==> config.mk <==
export PLATFORM = sky130hd
export DESIGN_NAME = pingpong_buffer
export DESIGN_NICKNAME = d
export VERILOG_FILES = /design/src/rtl/pingpong_pkg.sv /design/src/rtl/sample_ram.sv /design/src/rtl/buffer_bank.sv /design/src/rtl/fill_ctrl.sv /design/src/rtl/swap_ctrl.sv /design/src/rtl/drain_ctrl.sv /design/src/rtl/pingpong_buffer.sv
export SDC_FILE = /design/constraint.sdc
export NUM_CORES = 1
export LEC_CHECK = 0
export ABC_AREA = 1
export BUFFER_PORTS_ARGS = -buffer_cell sky130_fd_sc_hd__buf_2
export CAP_MARGIN = 0
export CORE_ASPECT_RATIO = 0.8
export CORE_UTILIZATION = 35
export DETAILED_ROUTE_END_ITERATION = 16
export GPL_ROUTABILITY_DRIVEN = 0
export PLACE_DENSITY_LB_ADDON = 0.1
export RECOVER_POWER = 100
export SLEW_MARGIN = 15
export SYNTH_ARGS = -nofsm -noshare
export SYNTH_HDL_FRONTEND = slang
export SYNTH_SLANG_ARGS = --single-unit
==> constraint.sdc <==
create_clock -name clk_i -period 3.15 [get_ports clk_i]
set_input_delay 0.4725 -clock clk_i [delete_from_list [all_inputs] [get_ports clk_i]]
set_output_delay 0.4725 -clock clk_i [all_outputs]
set_load 0.1 [all_outputs]
==> src/rtl/pingpong_pkg.sv <==
/* Ping-pong sample buffer shared definitions
   Default sizes, swap state encoding and the bank control word */

package pingpong_pkg;

    // ====================
    // Default sizes
    // ====================
    localparam int unsigned DEF_WIDTH = 32;  // Bits per sample
    localparam int unsigned DEF_DEPTH = 16;  // Samples per buffer

    // ====================
    // Swap sequencing
    // ====================
    typedef enum logic [1:0] {
        FILLING      = 2'd0,  // First block still filling, nothing to read yet
        SWAP_PENDING = 2'd1,  // Write buffer full, roles change at next edge
        DRAINING     = 2'd2   // One buffer read out while the other fills
    } swap_state_e;

    // Control word from the swap FSM to both controllers and the bank
    typedef struct packed {
        logic swap;    // Swap executes at the coming edge
        logic wr_sel;  // Buffer taking writes
        logic rd_sel;  // Buffer being read out
    } bank_ctrl_t;

endpackage

==> src/rtl/sample_ram.sv <==
/* Single-port sample RAM
   Synchronous write, combinational read of the addressed word */

`timescale 1ns/1ps

module sample_ram
    import pingpong_pkg::*;
#(
    parameter int unsigned WIDTH = DEF_WIDTH,  // Sample width
    parameter int unsigned DEPTH = DEF_DEPTH,  // Words in the array
    localparam int unsigned AW   = (DEPTH > 1) ? $clog2(DEPTH) : 1
) (
    input  logic             clk_i,
    input  logic             we_i,     // Write strobe
    input  logic [AW-1:0]    addr_i,   // Shared read/write address
    input  logic [WIDTH-1:0] wdata_i,
    output logic [WIDTH-1:0] rdata_o   // Valid in the same cycle as addr_i
);

    logic [WIDTH-1:0] mem_q [DEPTH];  // Storage array

    // Write port
    always_ff @(posedge clk_i) begin
        if (we_i) begin
            mem_q[addr_i] <= wdata_i;
        end
    end

    // Bypass-style read, no output register
    assign rdata_o = mem_q[addr_i];

endmodule

==> src/rtl/buffer_bank.sv <==
/* Ping-pong buffer bank
   Two sample RAMs with write, address and read-data steering by the bank selects */

`timescale 1ns/1ps

module buffer_bank
    import pingpong_pkg::*;
#(
    parameter int unsigned WIDTH = DEF_WIDTH,
    parameter int unsigned DEPTH = DEF_DEPTH,
    localparam int unsigned AW   = (DEPTH > 1) ? $clog2(DEPTH) : 1
) (
    input  logic             clk_i,
    input  bank_ctrl_t       ctrl_i,     // Buffer selects from the swap FSM
    input  logic             wr_en_i,    // Accepted write this cycle
    input  logic [AW-1:0]    wr_addr_i,
    input  logic [WIDTH-1:0] wr_data_i,
    input  logic [AW-1:0]    rd_addr_i,
    output logic [WIDTH-1:0] rd_data_o   // Word from the read buffer
);

    // ====================
    // Per-buffer signals
    // ====================
    logic             ram_we    [2];  // Write enable per buffer
    logic [AW-1:0]    ram_addr  [2];  // Address per buffer
    logic [WIDTH-1:0] ram_rdata [2];  // Read data per buffer

    for (genvar b = 0; b < 2; b++) begin : g_buf
        logic is_wr;  // This buffer is the write buffer

        assign is_wr = (ctrl_i.wr_sel == 1'(b));

        // Write side takes the address while selected, the reader gets it otherwise
        assign ram_we[b]   = wr_en_i && is_wr;
        assign ram_addr[b] = is_wr ? wr_addr_i : rd_addr_i;

        sample_ram #(
            .WIDTH (WIDTH),
            .DEPTH (DEPTH)
        ) sample_ram_i (
            .clk_i   (clk_i),
            .we_i    (ram_we[b]),
            .addr_i  (ram_addr[b]),
            .wdata_i (wr_data_i),      // Both buffers see the write data
            .rdata_o (ram_rdata[b])
        );
    end

    // ====================
    // Read data mux
    // ====================
    // Data is always driven, read valid qualifies it
    assign rd_data_o = ram_rdata[ctrl_i.rd_sel];

endmodule

==> src/rtl/fill_ctrl.sv <==
/* Write side controller
   Write address, fill count, write ready and full detection */

`timescale 1ns/1ps

module fill_ctrl
    import pingpong_pkg::*;
#(
    parameter int unsigned DEPTH = DEF_DEPTH,
    localparam int unsigned AW   = (DEPTH > 1) ? $clog2(DEPTH) : 1
) (
    input  logic          clk_i,
    input  logic          rst_ni,
    input  logic          valid_i,    // Writer offers a sample
    input  bank_ctrl_t    ctrl_i,     // Only the swap strobe matters here
    output logic          ready_o,    // Room left in the write buffer
    output logic          wr_en_o,    // Sample accepted this cycle
    output logic [AW-1:0] wr_addr_o,
    output logic [AW:0]   count_o,    // Samples in the write buffer
    output logic          full_o      // Count reached DEPTH
);

    logic [AW-1:0] addr_q;   // Next write location
    logic [AW:0]   count_q;  // One bit wider so DEPTH fits

    // ====================
    // Handshake
    // ====================
    assign ready_o = (count_q < (AW+1)'(DEPTH));   // Drops at the DEPTH-th accept
    assign full_o  = (count_q == (AW+1)'(DEPTH));
    assign wr_en_o = valid_i && ready_o;

    // Counters
    always_ff @(posedge clk_i) begin
        if (!rst_ni) begin
            addr_q  <= '0;
            count_q <= '0;
        end else if (ctrl_i.swap) begin
            // Fresh buffer after the swap
            addr_q  <= '0;
            count_q <= '0;
        end else if (wr_en_o) begin
            addr_q  <= addr_q + 1'b1;   // Wraps with the block
            count_q <= count_q + 1'b1;
        end
    end

    assign wr_addr_o = addr_q;
    assign count_o   = count_q;

endmodule

==> src/rtl/swap_ctrl.sv <==
/* Buffer swap FSM
   Sequences the swap after a full block, owns the buffer selects and the ready pulse */

`timescale 1ns/1ps

module swap_ctrl
    import pingpong_pkg::*;
(
    input  logic       clk_i,
    input  logic       rst_ni,
    input  logic       full_i,          // Write buffer holds DEPTH samples
    output bank_ctrl_t ctrl_o,          // Selects and swap strobe
    output logic       buffer_ready_o   // One-cycle pulse after each swap
);

    swap_state_e state_q, state_d;
    logic        wr_sel_q;     // Buffer taking writes
    logic        rd_sel_q;     // Buffer being read
    logic        buf_rdy_q;    // Registered ready pulse
    logic        swap;         // Swap happens at the coming edge

    // ====================
    // Next state
    // ====================
    always_comb begin
        state_d = state_q;  // Hold by default
        case (state_q)
            FILLING, DRAINING: begin
                if (full_i) begin
                    state_d = SWAP_PENDING;  // Block complete
                end
            end
            SWAP_PENDING: state_d = DRAINING;  // Always one cycle only
            default:      state_d = FILLING;
        endcase
    end

    assign swap = (state_q == SWAP_PENDING);

    // ====================
    // State and selects
    // ====================
    always_ff @(posedge clk_i) begin
        if (!rst_ni) begin
            state_q   <= FILLING;
            wr_sel_q  <= 1'b0;   // Buffer 0 fills first
            rd_sel_q  <= 1'b1;
            buf_rdy_q <= 1'b0;
        end else begin
            state_q   <= state_d;
            buf_rdy_q <= swap;   // High only in the cycle after the swap edge
            if (swap) begin
                rd_sel_q <= wr_sel_q;   // Filled buffer becomes the read buffer
                wr_sel_q <= ~wr_sel_q;
            end
        end
    end

    assign ctrl_o.swap    = swap;
    assign ctrl_o.wr_sel  = wr_sel_q;
    assign ctrl_o.rd_sel  = rd_sel_q;
    assign buffer_ready_o = buf_rdy_q;

endmodule

==> src/rtl/drain_ctrl.sv <==
/* Read side controller
   Read address, read position and read valid, closed off once a block is drained */

`timescale 1ns/1ps

module drain_ctrl
    import pingpong_pkg::*;
#(
    parameter int unsigned DEPTH = DEF_DEPTH,
    localparam int unsigned AW   = (DEPTH > 1) ? $clog2(DEPTH) : 1
) (
    input  logic          clk_i,
    input  logic          rst_ni,
    input  logic          ready_i,    // Reader takes the sample
    input  bank_ctrl_t    ctrl_i,     // Swap strobe starts a new block
    output logic          valid_o,    // Read data offered
    output logic [AW-1:0] rd_addr_o,
    output logic [AW:0]   count_o     // Samples consumed from this block
);

    logic [AW-1:0] addr_q;     // Current read location
    logic [AW:0]   count_q;    // Reaches DEPTH when drained
    logic          loaded_q;   // A block has been handed over since reset
    logic          drained;    // All DEPTH samples consumed
    logic          rd_accept;  // Read handshake this cycle

    // ====================
    // Valid generation
    // ====================
    assign drained = (count_q == (AW+1)'(DEPTH));

    // Low in the swap cycle, so nothing is consumed from a block being abandoned
    assign valid_o   = loaded_q && !drained && !ctrl_i.swap;
    assign rd_accept = valid_o && ready_i;

    always_ff @(posedge clk_i) begin
        if (!rst_ni) begin
            addr_q   <= '0;
            count_q  <= '0;
            loaded_q <= 1'b0;   // Nothing to read until the first swap
        end else if (ctrl_i.swap) begin
            // New block from position 0, unread rest of the old one is dropped
            addr_q   <= '0;
            count_q  <= '0;
            loaded_q <= 1'b1;
        end else if (rd_accept) begin
            addr_q  <= addr_q + 1'b1;
            count_q <= count_q + 1'b1;   // Stops at DEPTH, valid then holds low
        end
    end

    // Address and count hold under back-pressure
    assign rd_addr_o = addr_q;
    assign count_o   = count_q;

endmodule

==> src/rtl/pingpong_buffer.sv <==
/* Ping-pong sample buffer top level
   Write side, swap FSM, read side and the two-buffer bank */

`timescale 1ns/1ps

module pingpong_buffer
    import pingpong_pkg::*;
#(
    parameter int unsigned WIDTH = DEF_WIDTH,  // Sample width
    parameter int unsigned DEPTH = DEF_DEPTH,  // Samples per block
    localparam int unsigned AW   = (DEPTH > 1) ? $clog2(DEPTH) : 1
) (
    input  logic             clk_i,
    input  logic             rst_ni,          // Synchronous, active low

    // Write side
    input  logic [WIDTH-1:0] write_data_i,
    input  logic             write_valid_i,
    output logic             write_ready_o,

    // Read side
    output logic [WIDTH-1:0] read_data_o,     // Valid with read_valid_o
    output logic             read_valid_o,
    input  logic             read_ready_i,

    // Status
    output logic             buffer_ready_o,  // Pulse, new block readable
    output logic [AW:0]      write_count_o,   // Fill level of write buffer
    output logic [AW:0]      read_count_o     // Read position in read buffer
);

    // ====================
    // Internal wiring
    // ====================
    bank_ctrl_t    bank_ctrl;  // Selects and swap strobe
    logic          full;       // Write buffer complete
    logic          wr_en;      // Accepted write
    logic [AW-1:0] wr_addr;
    logic [AW-1:0] rd_addr;

    fill_ctrl #(
        .DEPTH (DEPTH)
    ) fill_ctrl_i (
        .clk_i     (clk_i),
        .rst_ni    (rst_ni),
        .valid_i   (write_valid_i),
        .ctrl_i    (bank_ctrl),
        .ready_o   (write_ready_o),
        .wr_en_o   (wr_en),
        .wr_addr_o (wr_addr),
        .count_o   (write_count_o),
        .full_o    (full)
    );

    swap_ctrl swap_ctrl_i (
        .clk_i          (clk_i),
        .rst_ni         (rst_ni),
        .full_i         (full),
        .ctrl_o         (bank_ctrl),
        .buffer_ready_o (buffer_ready_o)
    );

    drain_ctrl #(
        .DEPTH (DEPTH)
    ) drain_ctrl_i (
        .clk_i     (clk_i),
        .rst_ni    (rst_ni),
        .ready_i   (read_ready_i),
        .ctrl_i    (bank_ctrl),
        .valid_o   (read_valid_o),
        .rd_addr_o (rd_addr),
        .count_o   (read_count_o)
    );

    // Storage, read data goes straight out
    buffer_bank #(
        .WIDTH (WIDTH),
        .DEPTH (DEPTH)
    ) buffer_bank_i (
        .clk_i     (clk_i),
        .ctrl_i    (bank_ctrl),
        .wr_en_i   (wr_en),
        .wr_addr_i (wr_addr),
        .wr_data_i (write_data_i),
        .rd_addr_i (rd_addr),
        .rd_data_o (read_data_o)
    );

endmodule

# Word-level counts from Yosys, hierarchy flattened
# Memory sizes are Yosys's and may differ from the RTL's.
# Index checks and enable logic that the tools add are counted.
[word_totals] regBits=24 ram_bits=1024 in_bits=36 out_inout_bits=45 word_cells=47 mem_count=2
[mem_list] name="buffer_bank_i.g_buf[0].sample_ram_i.mem_q" depth=16 word_bits=32 read_ports=1 rd_clocked_by_memory_dff=0 wr=1 line_no="sample_ram.sv:20" source="logic [WIDTH-1:0] mem_q [DEPTH];"
[mem_list] name="buffer_bank_i.g_buf[1].sample_ram_i.mem_q" depth=16 word_bits=32 read_ports=1 rd_clocked_by_memory_dff=0 wr=1 line_no="sample_ram.sv:20"
[op_classes] add_sub_neg=4 order_cmp=2 n_eq_ne=5 n_mux=11 n_bitwise=3 reduce_logical=11
[ops] op="$mux 32" n=3
[ops] op="$add 5x1->5 const B" n=2
[ops] op="$eq 5x5->1 const B" n=2
[ops] op="$add 4x1->4 const B" n=2
[ops] op="$mux 4" n=2
[ops] op="$logic_and 1x1->1" n=6
[ops] op="$lt 5x5->1 const B" n=1
[ops] op="$mux 1" n=4
[ops] op="$pmux 2 s2" n=1
[ops] op="$reduce_or 2->1" n=2
[ops] op="$eq 2x1->1 const B" n=1
[ops] op="$eq 2x2->1 const B" n=1
[ops] op="$ge 2x2->1 const B" n=1
[ops] op="$logic_not 1->1" n=2
[ops] op="$logic_not 2->1" n=1
[ops] op="$mux 2" n=1
[ops] op="$ne 2x2->1 const B" n=1
[ops] op="$not 1->1" n=2
[ops] op="$not 1->2" n=1

# Longest topological paths before layout
# Gate-level depths: netlist of run 1.
[logic_depth] ltp_word=5 ltp_mapped=14 ltp_nobuf=11

# Modules after synthesis
# Synthesis of run 1 repeated with hierarchy kept, for this count alone.
[unflattened] hier_cells=4457 area_unflattened_um2=44948.1
[by_module_without_submodules] module="sample_ram" n_inst=2 cells_per_inst=2081 area_per_inst_um2=21573.2 seq_area_each_um2=15374.7
[by_module_without_submodules] module="buffer_bank" n_inst=1 cells_per_inst=134 area_per_inst_um2=605.6 seq_area_each_um2=0.0
[by_module_without_submodules] module="drain_ctrl" n_inst=1 cells_per_inst=77 area_per_inst_um2=574.3 seq_area_each_um2=200.2
[by_module_without_submodules] module="fill_ctrl" n_inst=1 cells_per_inst=59 area_per_inst_um2=421.7 seq_area_each_um2=180.2
[by_module_without_submodules] module="swap_ctrl" n_inst=1 cells_per_inst=25 area_per_inst_um2=200.2 seq_area_each_um2=100.1

# Least setup slack after synthesis of run 1
# OpenSTA, ideal clock, no wires.
[synth_timing] path_kind="flip-flop to flip-flop" from="register fill_ctrl_i.count_q[4] (netlist: fill_ctrl_i.count_o[4])" to="memory buffer_bank_i.g_buf[1].sample_ram_i.mem_q[12][0] (netlist name) (enable)" setup_time_ps=421 t_arrival_ps=3532 required_ps=2729 slack_ps=-803 path_stages_with_launch=7 period_less_slack_ps=3953 cell_sequence="dfxtp_1 inv_1 nand2_1 clkbuf_1 nor2_1 nand3_1 nor2_1"
[synth_via] elab_chain_len=5
[synth_rtl] item="from (decl)" line_no="fill_ctrl.sv:24" source="logic [AW:0] count_q;"
[synth_rtl] item="from (signal assigned)" line_no="fill_ctrl.sv:44" source="count_q <= count_q + 1'b1;"
[synth_rtl] item="$lt 5x5->1" line_no="fill_ctrl.sv:29" source="assign ready_o = (count_q < (AW+1)'(DEPTH));"
[synth_rtl] item="net write_ready_o" line_no="pingpong_buffer.sv:19" source="output logic write_ready_o,"
[synth_rtl] item="$logic_and 1x1->1" line_no="fill_ctrl.sv:31" source="assign wr_en_o = valid_i && ready_o;"
[synth_rtl] item="$logic_and 1x1->1" line_no="buffer_bank.sv:35" source="assign ram_we[b] = wr_en_i && is_wr;"
[synth_rtl] item="$mux 1" line_no="sample_ram.sv:24" source="if (we_i) begin"
[synth_rtl] item="$mux 1 (not written as such)" line_no="sample_ram.sv:25" source="mem_q[addr_i] <= wdata_i;"
[synth_rtl] item="to (decl)" line_no="sample_ram.sv:20"
# The timed path passes the listed nets, and every way through them passes these cells.

# Final worst setup path of run 1
[layout_timing] from="register swap_ctrl_i.wr_sel_q" to="output read_data_o[23]"
[layout_via] elab_chain_len=5 elab_cells_between_ends=7 classes_between="mux (5); memory (2)"
[layout_rtl] item="from (decl)" line_no="swap_ctrl.sv:17" source="logic wr_sel_q;"
[layout_rtl] item="from (signal assigned)" line_no="swap_ctrl.sv:54" source="wr_sel_q <= ~wr_sel_q;"
[layout_rtl] item="$mux 4" line_no="buffer_bank.sv:36" source="assign ram_addr[b] = is_wr ? wr_addr_i : rd_addr_i;"
[layout_rtl] item="$mem_v2 16x32"
[layout_rtl] item="$mux 32 (not written as such) * (3 in series)" line_no="buffer_bank.sv:54" source="assign rd_data_o = ram_rdata[ctrl_i.rd_sel];"
[layout_rtl] item="to (decl)" line_no="pingpong_buffer.sv:22" source="output logic [WIDTH-1:0] read_data_o,"
# Mark *: on every way between the ends. The rest lies on a longest branch, timed or not. The select of a mux whose other input is x is not followed.

==> flow_summary_export.csv, run 1 <==
group,metric,value,unit
synth,synth_area_leaders,"edfxtp_1 70%, nand2_1 18%, nand3_1 5.2%, buf_2 1.4%, nor2_1 1.3%",
worst_setup_path,cp-end-kind,"output port",
synth,synth_nets,4171,
routing,routedLengthMet1,72000,um
power_and_ir_drop,pwr_density_cell,550,mW/mm^2
routing,route.met3.wl,8410,um
place,post_dp_cell_area,0.0482,sq mm
floorplan,die_w,397,um
place,io_buffer_count,80,
synth,yosysTopAreaCell,"edfxtp_1",
floorplan,ios,81,
sta,clock_skew,0.0190,ns
sta,tightest_slew,2.23,ns
routing,dr.first_iter.drc_count,2605,
floorplan,rows,115,
power_and_ir_drop,pwr-share-comb,0.060,
synth,synthesis.instances,4129,
synth,yosysMostFrequentCell,"nand2_1",
worst_setup_path,max_stage_delay,0.41,ns
clock_network,cts_sinks,1048,
synth,async_flop_share,0,
sta,post-route-min-period,3.36,ns
routing,drc_errors,0,
floorplan,die_h,318,um
synth,synth_top_family_by_area,"simple AND/OR/NAND/NOR gates",
worst_setup_path,slowest_stage,"dfxtp_4",
sta,period_share,1.07,
routing,viasPerCell,5.02,
power_and_ir_drop,cellLeakagePower,0.0213,uW
worst_setup_path,cp_top_family,"buffers and inverters",
clock_network,cts-htree-levels,3,
sta,slew_headroom,-0.489,
clock_network,clock_path_buffers,3,
global_routing,grt_max_degree,58,
synth,synth_warnings,0,
sta,hold_viol,0,
synth,synth_edf_count,1024,
routing,highest_layer,"met4",
sta,slew_violations,923,
worst_setup_path,worstPathArrival,2.89,ns
synth,yosys.area_share.adder,0.00172,
power_and_ir_drop,power.share.clock,0.428,
power_and_ir_drop,swShare,0.226,
status,violations,"max-capacitance violations, max-slew violations, negative setup slack",
global_routing,grt_usage,0.217,
worst_setup_path,reg2reg_from,"swap_ctrl_i.wr_sel_q",
power_and_ir_drop,pwr-share-seq,0.512,
floorplan,core_area,0.123,sq mm
worst_setup_path,crit_fanout,10,
routing,via_count,30665,
synth,synth_mux_area_frac,0,
worst_setup_path,cpMostUsedCell,"buf_12",
synth,yosysSeqAreaShare,0.714,
synth,synth_top_area_share,0.703,
clock_network,cts_buffers,108,
min_path,holdCritPathClass,"in2reg",
sta,setup_violations,32,
worst_setup_path,worstPathRequired,2.68,ns
clock_network,cts_tree,"yes",
cells_and_area,drive_above_1_share,0.168,
place,dp_slack,0.0316,ns
synth,synth-compound-area-share,0.00483,
synth,syn_area_per_cell,10.6,sq um
worst_setup_path,path_cells,"buf_12 -> nand2_4 -> o21ai_4 -> buf_12 -> buf_12 -> buf_4 -> clkbuf_16 -> nand3_1 -> nand3_1 -> nand2_1 -> nand2_1 -> nor2_2 -> nor2_4 -> buf_12",
sta,rsz0062_at_grt,"yes",
synth,synth_common_cells,"2136 x nand2_1, 1024 x edfxtp_1, 459 x nand3_1",
worst_setup_path,cp-start-kind,"flop",
sta,max_freq,0.298,GHz
place,dpl.hpwl,75900,um
synth,synth_area,0.0438,sq mm
global_routing,antenna_found_initial,4,
min_path,hp-start,"read_ready_i",
floorplan,initial_utilization,0.355,
worst_setup_path,cp.buffers_inverters,6,
power_and_ir_drop,p_int,23300,uW
worst_setup_path,crit_start,"swap_ctrl_i.wr_sel_q",
cells_and_area,nNetsFinal,4420,
worst_setup_path,path_class,"reg2out",
clock_network,root_buffer,"clkbuf_16",
run,cap_violations,29,
routing,wire_per_inst,23.6,um
sta,fin_ws,-0.210,ns
synth,synth-main-ff-cell,"edfxtp_1",
routing,wl_met2,61700,um
power_and_ir_drop,irDropWorstVdd,393,uV
synth,synthXorXnorAreaFrac,0,
cells_and_area,design_area,0.0548,sq mm
synth,synth_seq_cells,1048,
cells_and_area,syn_to_final_growth,25.2,%
status,status,"finished, violations left",
synth,synthSimpleGateAreaFrac,0.252,
global_routing,grt_pass1_wl,202000,um
synth,ys_types,26,
routing,postRouteWirelength,144000,um
routing,ant_nets,0,
global_routing,grt-ovfl-total,0,
sta,hold_slack,0.161,ns
global_routing,grt_pass1_vias,28939,
routing,drt_first_pass_iters,5,
power_and_ir_drop,switchingPower,6810,uW
cells_and_area,nFillCells,11680,
clock_network,clk_latency,0.70,ns
floorplan,design.die.area,0.126,sq mm
clock_network,clk_pin_slew,0.06,ns
==> power groups by stage <==
| stage | logic, uW | clock network (uW) | registers (uW) |
|---|---|---|---|
| 3_3_place_gp | 1490 | 0 | 15700 |
| 6_report | 1790 | 12900 | 15400 |
| 3_5_place_dp | 1490 | 0 | 15700 |
| 4_1_cts | 1620 | 13100 | 15400 |
| 2_1_floorplan | 727 | 0 | 15700 |
| 5_1_grt | 1950 | 13700 | 15400 |
==> worst paths after layout <==
kind | end | slack, ns | cells past startpoint
setup / recovery | read_data_o[23] | -0.21 | 14
hold reg to reg | swap_ctrl_i.state_q[1] | 0.48 | 2
hold / removal | drain_ctrl_i.rd_addr_o[2] | 0.16 | 3
setup reg to reg | buffer_bank_i.g_buf[0].sample_ram_i.mem_q[6][31] | 0.51 | 11
==> sequential cells by signal, indices dropped and copies added (netlist names) <==
name                                    cells
swap_ctrl_i.state_q                         2
fill_ctrl_i.wr_addr_o                       4
fill_ctrl_i.count_o                         5
drain_ctrl_i.loaded_q                       1
swap_ctrl_i.wr_sel_q                        1
swap_ctrl_i.rd_sel_q                        1
drain_ctrl_i.count_o                        5
swap_ctrl_i.buffer_ready_o                  1
drain_ctrl_i.rd_addr_o                      4
buffer_bank_i.g_buf.sample_ram_i.mem_q   1024
==> metrics by stage <==
step	cells	power (uW)	setup TNS [ns]	utilization
floorplan	4129	16400	0	-
global placement	5799	17200	0	0.390
detailed placement	5799	17200	0	0.390
CTS	6042	30200	-7.61	0.427
global route	6111	31000	-9.18	0.444
finish	6111	30100	-4.75	0.444
==> placed cells by master (no fill, tap or decap), drive strengths merged <==
| cell | count |
|---|---|
| diode | 1 |
| buf | 281 |
| ha | 6 |
| clkbuf | 205 |
| dfxtp | 24 |
| o21bai | 1 |
| a31oi | 2 |
| nor3b | 1 |
| nand3 | 459 |
| bufbuf | 6 |
| clkinv | 54 |
| nor2 | 158 |
| bufinv | 10 |
| clkinvlp | 3 |
| dlygate4sd3 | 1 |
| edfxtp | 1024 |
| nor3 | 6 |
| inv | 46 |
| o21ai | 19 |
| a21oi | 14 |
| nand4 | 2 |
| nand2 | 2150 |
==> timing repair <==
action / 4_1_cts / 5_1_grt
hold buffers: 1 / 0
cloned: 15 / 29
gates resized for setup: 113 / 259
endpoints found under the setup margin: 32 / 32
pin swaps: 9 / 92
buffers inserted: 23 / 47
endpoints found under the hold margin: 2 / 0
==> area by class of cell <==
type	instances	area (sq um)	share of cell area
diodes	1	2.50	0.0000457
clock buffers	135	2900	0.0529
clock inverters	69	602	0.0110
inverters	44	204	0.00372
multi-input cells	2818	12900	0.235
flip-flops and latches	1048	31200	0.570
well taps	1638	2050	0.0374
repair buffers	358	4910	0.0896
==> tightest hold or removal path: stages <==
cell	delay, ns
buf_2	0.14
a31oi_1	0.16
nor3_1	0.05
==> kinds of logic after synthesis <==
group,after synthesis
simple gates,2770
buf+inv,269
fa+ha+maj,6
flops,1048
compound gates,36
==> layer usage <==
| metal | vias up | track usage |
|---|---|---|
| met1 | 15287 | 0.342 |
| met2 | 880 | 0.316 |
| met3 | 134 | 0.0314 |
| met5 | - | 0 |
| met4 | 0 | 0.0369 |
| li1 | 14364 | - |
(Power assumes the default switching activity.)
==> run 2, diff against run 1 <==
--- a/config.mk
+++ b/config.mk
@@ -5,7 +5,6 @@
 export SDC_FILE = /design/constraint.sdc
 export NUM_CORES = 1
 export LEC_CHECK = 0
-export ABC_AREA = 1
 export BUFFER_PORTS_ARGS = -buffer_cell sky130_fd_sc_hd__buf_2
 export CAP_MARGIN = 0
 export CORE_ASPECT_RATIO = 0.8
==> flow_summary_export.csv, run 2 <==
group,metric,value,unit
synth,yosysTopAreaCell,"edfxtp_1",
power_and_ir_drop,cellLeakagePower,0.0160,uW
global_routing,antenna_found_initial,4,
clock_network,cts-htree-levels,3,
sta,max_freq,0.255,GHz
worst_setup_path,path_class,"reg2out",
global_routing,grt-ovfl-total,0,
worst_setup_path,path_cells,"mux2_8 -> buf_6 -> buf_6 -> mux4_2 -> a222oi_1 -> and3_1 -> buf_6 -> a21oi_4 -> buf_12",
sta,tightest_slew,1.88,ns
place,placed_cells,3677,
sta,clock_skew,0.0216,ns
synth,synth_common_cells,"1024 x edfxtp_1, 201 x mux4_2, 117 x nand2_1",
cells_and_area,final_cells,3961,
routing,wire_per_inst,28.7,um
synth,ys_types,52,
routing,via_count,21151,
synth,synth_edf_count,1024,
worst_setup_path,reg2reg_from,"swap_ctrl_i.wr_sel_q",
synth,yosysMostFrequentCell,"edfxtp_1",
status,violations,"max-capacitance violations, max-slew violations, negative setup slack",
global_routing,grt_max_degree,42,
synth,synth_seq_cells,1048,
floorplan,die_h,305,um
status,status,"finished, violations left",
worst_setup_path,cp-end-kind,"output port",
clock_network,root_buffer,"clkbuf_16",
worst_setup_path,cp-start-kind,"flop",
power_and_ir_drop,pwr-share-comb,0.045,
run,cap_violations,26,
clock_network,clock_path_buffers,3,
clock_network,cts_tree,"yes",
routing,dr.first_iter.drc_count,1908,
routing,drt_first_pass_iters,5,
place,dpl.hpwl,65300,um
worst_setup_path,worstPathRequired,2.68,ns
synth,synthesis.instances,1945,
cells_and_area,nNetsFinal,2400,
worst_setup_path,max_stage_delay,0.46,ns
cells_and_area,drive_above_1_share,0.360,
power_and_ir_drop,pwr_density_cell,573,mW/mm^2
power_and_ir_drop,pwr-share-seq,0.528,
synth,synth_top_area_share,0.765,
worst_setup_path,worstPathArrival,3.45,ns
power_and_ir_drop,p_int,23000,uW
worst_setup_path,cpMostUsedCell,"buf_6",
power_and_ir_drop,switchingPower,6170,uW
floorplan,die_w,381,um
synth,synth_warnings,0,
floorplan,rows,110,
worst_setup_path,crit_start,"swap_ctrl_i.wr_sel_q",
cells_and_area,largest_reg_flops,1024,
min_path,hp-start,"write_valid_i",
global_routing,grt_usage,0.195,
floorplan,initial_utilization,0.355,
cells_and_area,syn_to_final_growth,26.6,%
worst_setup_path,slowest_stage,"mux2_8",
routing,ant_nets,0,
sta,rsz0062_at_grt,"yes",
floorplan,ios,81,
synth,async_flop_share,0,
global_routing,grt_pass1_wl,162000,um
routing,viasPerCell,5.34,
synth,synth_area,0.0402,sq mm
clock_network,cts_buffers,110,
synth,syn_area_per_cell,20.7,sq um
cells_and_area,top_register,"buffer_bank_i.g_buf.sample_ram_i.mem_q",
power_and_ir_drop,irDropWorstVdd,442,uV
clock_network,clk_pin_slew,0.06,ns
place,io_buffer_count,80,
routing,drc_errors,0,
sta,hold_viol,0,
power_and_ir_drop,swShare,0.211,
synth,synth_area_leaders,"edfxtp_1 76%, mux4_2 11%, mux2i_1 1.8%, dfxtp_1 1.2%, nand2_1 1.1%",
routing,postRouteWirelength,114000,um
power_and_ir_drop,power.share.clock,0.426,
floorplan,core_area,0.113,sq mm
synth,synth_nets,1987,
sta,setup_violations,32,
sta,post-route-min-period,3.92,ns
sta,setup-tns-final,-19.84,ns
sta,fin_ws,-0.774,ns
sta,slew_violations,807,
worst_setup_path,crit_fanout,6,
sta,period_share,1.25,
floorplan,design.die.area,0.116,sq mm
sta,slew_headroom,-0.252,
clock_network,clk_latency,0.71,ns
synth,synth-main-ff-cell,"edfxtp_1",
cells_and_area,final_common_cell,"edfxtp_1",
min_path,holdCritPathClass,"in2reg",
cells_and_area,final_cell_mix,"1024 x edfxtp_1, 201 x mux4_2, 196 x buf_4, 117 x nand2_1, 116 x clkbuf_16",
clock_network,cts_sinks,1048,
global_routing,grt_pass1_vias,21523,
synth,yosysSeqAreaShare,0.777,
==> run 2: worst paths after layout <==
check | cells after the start | slack, ns | end
worst min register to register | 1 | 0.47 | swap_ctrl_i.state_q[0]
worst max-delay path | 9 | -0.77 | read_data_o[13]
worst min-delay path | 4 | 0.38 | fill_ctrl_i.wr_addr_o[1]
worst max register to register | 9 | 0.11 | buffer_bank_i.g_buf[0].sample_ram_i.mem_q[0][4]
==> run 2: layout make-up <==
class                   instances  area, sq um
repair buffers                407         4550
clock buffers                 131         2850
fillers                      9652        62200
multi-input cells             785         9800
diodes                          3         7.51
well taps                    1512         1890
clock inverters                69          548
flip-flops and latches       1048        31200
inverters                       6         26.3
==> run 2: kinds of logic after synthesis <==
family	Yosys count	synth area share
adders and majority gates	6	0.00187
xor gates and xnor gates	14	0.00305
and+or+nand+nor	239	0.0274
DFF	1048	0.777
buffers and inverters	119	0.0153
muxes	283	0.133
AOI/OAI and AO/OA	236	0.0423
==> run 2: what timing repair did <==
action / in CTS / in global routing
setup endpoints to repair: 32 / 32
hold buffers: 1 / 0
setup buffers: 39 / 36
pin swaps: 44 / 37
gates resized for setup: 267 / 56
endpoints found under the hold margin: 1 / 0
cloned: 11 / 5
==> run 2: layer usage <==
metal	vias to the layer above	share of wire	GRT usage
li1	8978	-	-
met3	120	0.053	0.0348
met1	11466	0.48	0.296
met5	-	0.00015	0
met4	2	0.017	0.0400
met2	585	0.45	0.295
==> run 2: power by group through the flow <==
stage | Clock [uW] | Combinational, uW | Sequential (uW)
2_1_floorplan | 0 | 569 | 15700
3_3_place_gp | 0 | 1080 | 15700
3_5_place_dp | 0 | 1100 | 15700
4_1_cts | 12800 | 1260 | 15400
5_1_grt | 13300 | 1410 | 15400
6_report | 12400 | 1330 | 15400
==> run 2: stage by stage <==
step | total power [uW] | instance area, sq um | hold slack, ns | util | setup slack [ns]
finish | 29200 | 50900 | 0.377 | 0.450 | -0.774
detailed placement | 16800 | 45200 | 0.448 | 0.400 | -0.571
floorplan | 16300 | 40800 | 0.423 | - | -0.321
global route | 30100 | 50900 | 0.289 | 0.450 | -0.872
CTS | 29400 | 50300 | 0.251 | 0.445 | -0.840
global placement | 16800 | 45200 | 0.435 | 0.400 | -0.801
==> run 2: worst max-delay path, delay by kind of cell (launching register included) <==
kind / cells / cell delay, ns
muxes: 2 / 0.90
buffers and inverters: 4 / 0.63
AOI/OAI and AO/OA: 2 / 0.51
DFF: 1 / 0.42
and+or+nand+nor: 1 / 0.25
==> run 3, diff against run 2 <==
--- a/config.mk
+++ b/config.mk
@@ -11,6 +11,7 @@
 export CORE_UTILIZATION = 35
 export DETAILED_ROUTE_END_ITERATION = 16
 export GPL_ROUTABILITY_DRIVEN = 0
+export GPL_TIMING_DRIVEN = 0
 export PLACE_DENSITY_LB_ADDON = 0.1
 export RECOVER_POWER = 100
 export SLEW_MARGIN = 15
==> flow_summary_export.csv, run 3 (same netlist as run 2, synthesis figures left out) <==
group,metric,value,unit
cells_and_area,final_cells,3865,
min_path,holdCritPathClass,"in2reg",
place,io_buffer_count,80,
cells_and_area,nNetsFinal,2308,
worst_setup_path,cp-start-kind,"flop",
place,dpl.hpwl,72600,um
cells_and_area,final_cell_mix,"1024 x edfxtp_1, 201 x mux4_2, 115 x nand2_1, 114 x clkbuf_16, 79 x buf_12",
power_and_ir_drop,power,29600,uW
clock_network,clock_path_buffers,3,
global_routing,antenna_found_initial,0,
global_routing,grt-ovfl-total,0,
floorplan,die_h,305,um
sta,slew_headroom,-0.143,
sta,slew_violations,804,
sta,post-route-min-period,3.92,ns
sta,hold_viol,0,
clock_network,cts_tree,"yes",
floorplan,initial_utilization,0.355,
global_routing,grt_max_degree,33,
cells_and_area,largest_reg_flops,1024,
floorplan,ios,81,
sta,clock_skew,0.0227,ns
routing,drc_errors,0,
status,status,"finished, violations left",
global_routing,grt_pass1_wl,161000,um
floorplan,die_w,381,um
worst_setup_path,worstPathArrival,3.44,ns
place,placed_cells,3592,
worst_setup_path,crit_fanout,10,
sta,setup_violations,32,
clock_network,root_buffer,"clkbuf_16",
worst_setup_path,path_cells,"buf_8 -> mux2_4 -> buf_8 -> mux4_2 -> a22o_4 -> a2111oi_4 -> a21oi_4 -> buf_12",
worst_setup_path,max_stage_delay,0.63,ns
cells_and_area,syn_to_final_growth,26.4,%
worst_setup_path,r2r_slack,0.10,ns
routing,via_count,20844,
clock_network,holdBufCountCts,0,
sta,max_freq,0.255,GHz
cells_and_area,antenna_cells,0,
sta,period_share,1.24,
power_and_ir_drop,irDropWorstVdd,462,uV
clock_network,cts_buffers,109,
run,cap_violations,25,
routing,ant_nets,0,
worst_setup_path,slowest_stage,"a2111oi_4",
floorplan,design.die.area,0.116,sq mm
sta,rsz0062_at_grt,"yes",
worst_setup_path,path_class,"reg2out",
routing,dr.first_iter.drc_count,1960,
routing,wire_per_inst,29.4,um
clock_network,cts_sinks,1048,
worst_setup_path,worstPathRequired,2.68,ns
cells_and_area,drive_above_1_share,0.355,
power_and_ir_drop,cellLeakagePower,0.0157,uW
clock_network,cts-htree-levels,3,
clock_network,clk_latency,0.70,ns
status,violations,"max-capacitance violations, max-slew violations, negative setup slack",
global_routing,grt_usage,0.196,
routing,viasPerCell,5.39,
floorplan,core_area,0.113,sq mm
sta,fin_ws,-0.765,ns
routing,postRouteWirelength,114000,um
sta,tightest_slew,1.71,ns
worst_setup_path,cp-end-kind,"output port",
power_and_ir_drop,pwr_density_cell,582,mW/mm^2
routing,drt_first_pass_iters,6,
global_routing,grt_pass1_vias,21402,
worst_setup_path,cpMostUsedCell,"buf_8",
cells_and_area,top_register,"buffer_bank_i.g_buf.sample_ram_i.mem_q",
cells_and_area,final_common_cell,"edfxtp_1",
floorplan,rows,110,
clock_network,clk_pin_slew,0.06,ns
[run 3: cell types whose count changed in the layout (fill, tap and decap cells not counted), moves of 12 or more]
cell	previous run	this run
a21oi_2	4	16
a21oi_1	53	41
buf_6	47	28
clkbuf_2	0	20
buf_2	4	19
clkbuf_4	0	18
buf_4	196	62
buf_12	96	79
buf_16	7	39
[run 3: worst paths after layout]
kind	endpoint	cells past startpoint	from
max	read_data_o[18]	8	swap_ctrl_i.wr_sel_q
min	drain_ctrl_i.loaded_q	2	rst_ni
max reg2reg	buffer_bank_i.g_buf[1].sample_ram_i.mem_q[15][4]	10	swap_ctrl_i.wr_sel_q
min reg2reg	swap_ctrl_i.state_q[0]	1	swap_ctrl_i.state_q[0]
[run 3: stage by stage]
stage | util | setup TNS [ns] | hold WS [ns] | setup slack [ns] | instance area [sq um]
2_1_floorplan | - | -41.04 | 0.423 | -0.321 | 40800
3_3_place_gp | 0.381 | -1531.20 | 0.435 | -3.58 | 43100
3_5_place_dp | 0.393 | -453.34 | 0.458 | -1.66 | 44500
4_1_cts | 0.444 | -21.99 | 0.0157 | -0.767 | 50200
5_1_grt | 0.449 | -23.95 | 0.0340 | -0.848 | 50800
6_report | 0.449 | -20.20 | 0.0727 | -0.765 | 50800
[run 3: routing by layer]
| metal | track usage | vias up | part of all wire |
|---|---|---|---|
| li1 | - | 8784 | - |
| met1 | 0.294 | 11289 | 0.47 |
| met2 | 0.295 | 637 | 0.45 |
| met3 | 0.0391 | 134 | 0.064 |
| met4 | 0.0417 | 0 | 0.019 |
| met5 | 0 | - | 0 |
[run 3: power by group]
group          leakage [uW]  switching [uW]  internal [uW]
logic               0.00453             812            546
clock network       0.00172            5300           7490
registers           0.00942            21.5          15400
[run 3: critical path, delay by kind of cell (launching register included)]
kind,cells,cell delay (ns)
buffers and inverters,3,0.56
muxes,2,0.87
AOI/OAI and AO/OA,3,0.97
DFF,1,0.32
[run 3: area by class of cell]
cell class	count	area [sq um]
plain buffers	106	1110
clock buffers	134	2860
clock inverters	64	657
fillers	9615	62300
inverters	6	26.3
multi-input cells	778	9940
flip-flops and latches	1048	31200
well taps	1512	1890
repair buffers	217	3100
[run 3: timing repair]
action | CTS | global route
pin swaps | 63 | 33
setup endpoints to repair | 963 | 94
gates resized for setup | 423 | 77
gates cloned | 4 | 3
buffers inserted | 50 | 27
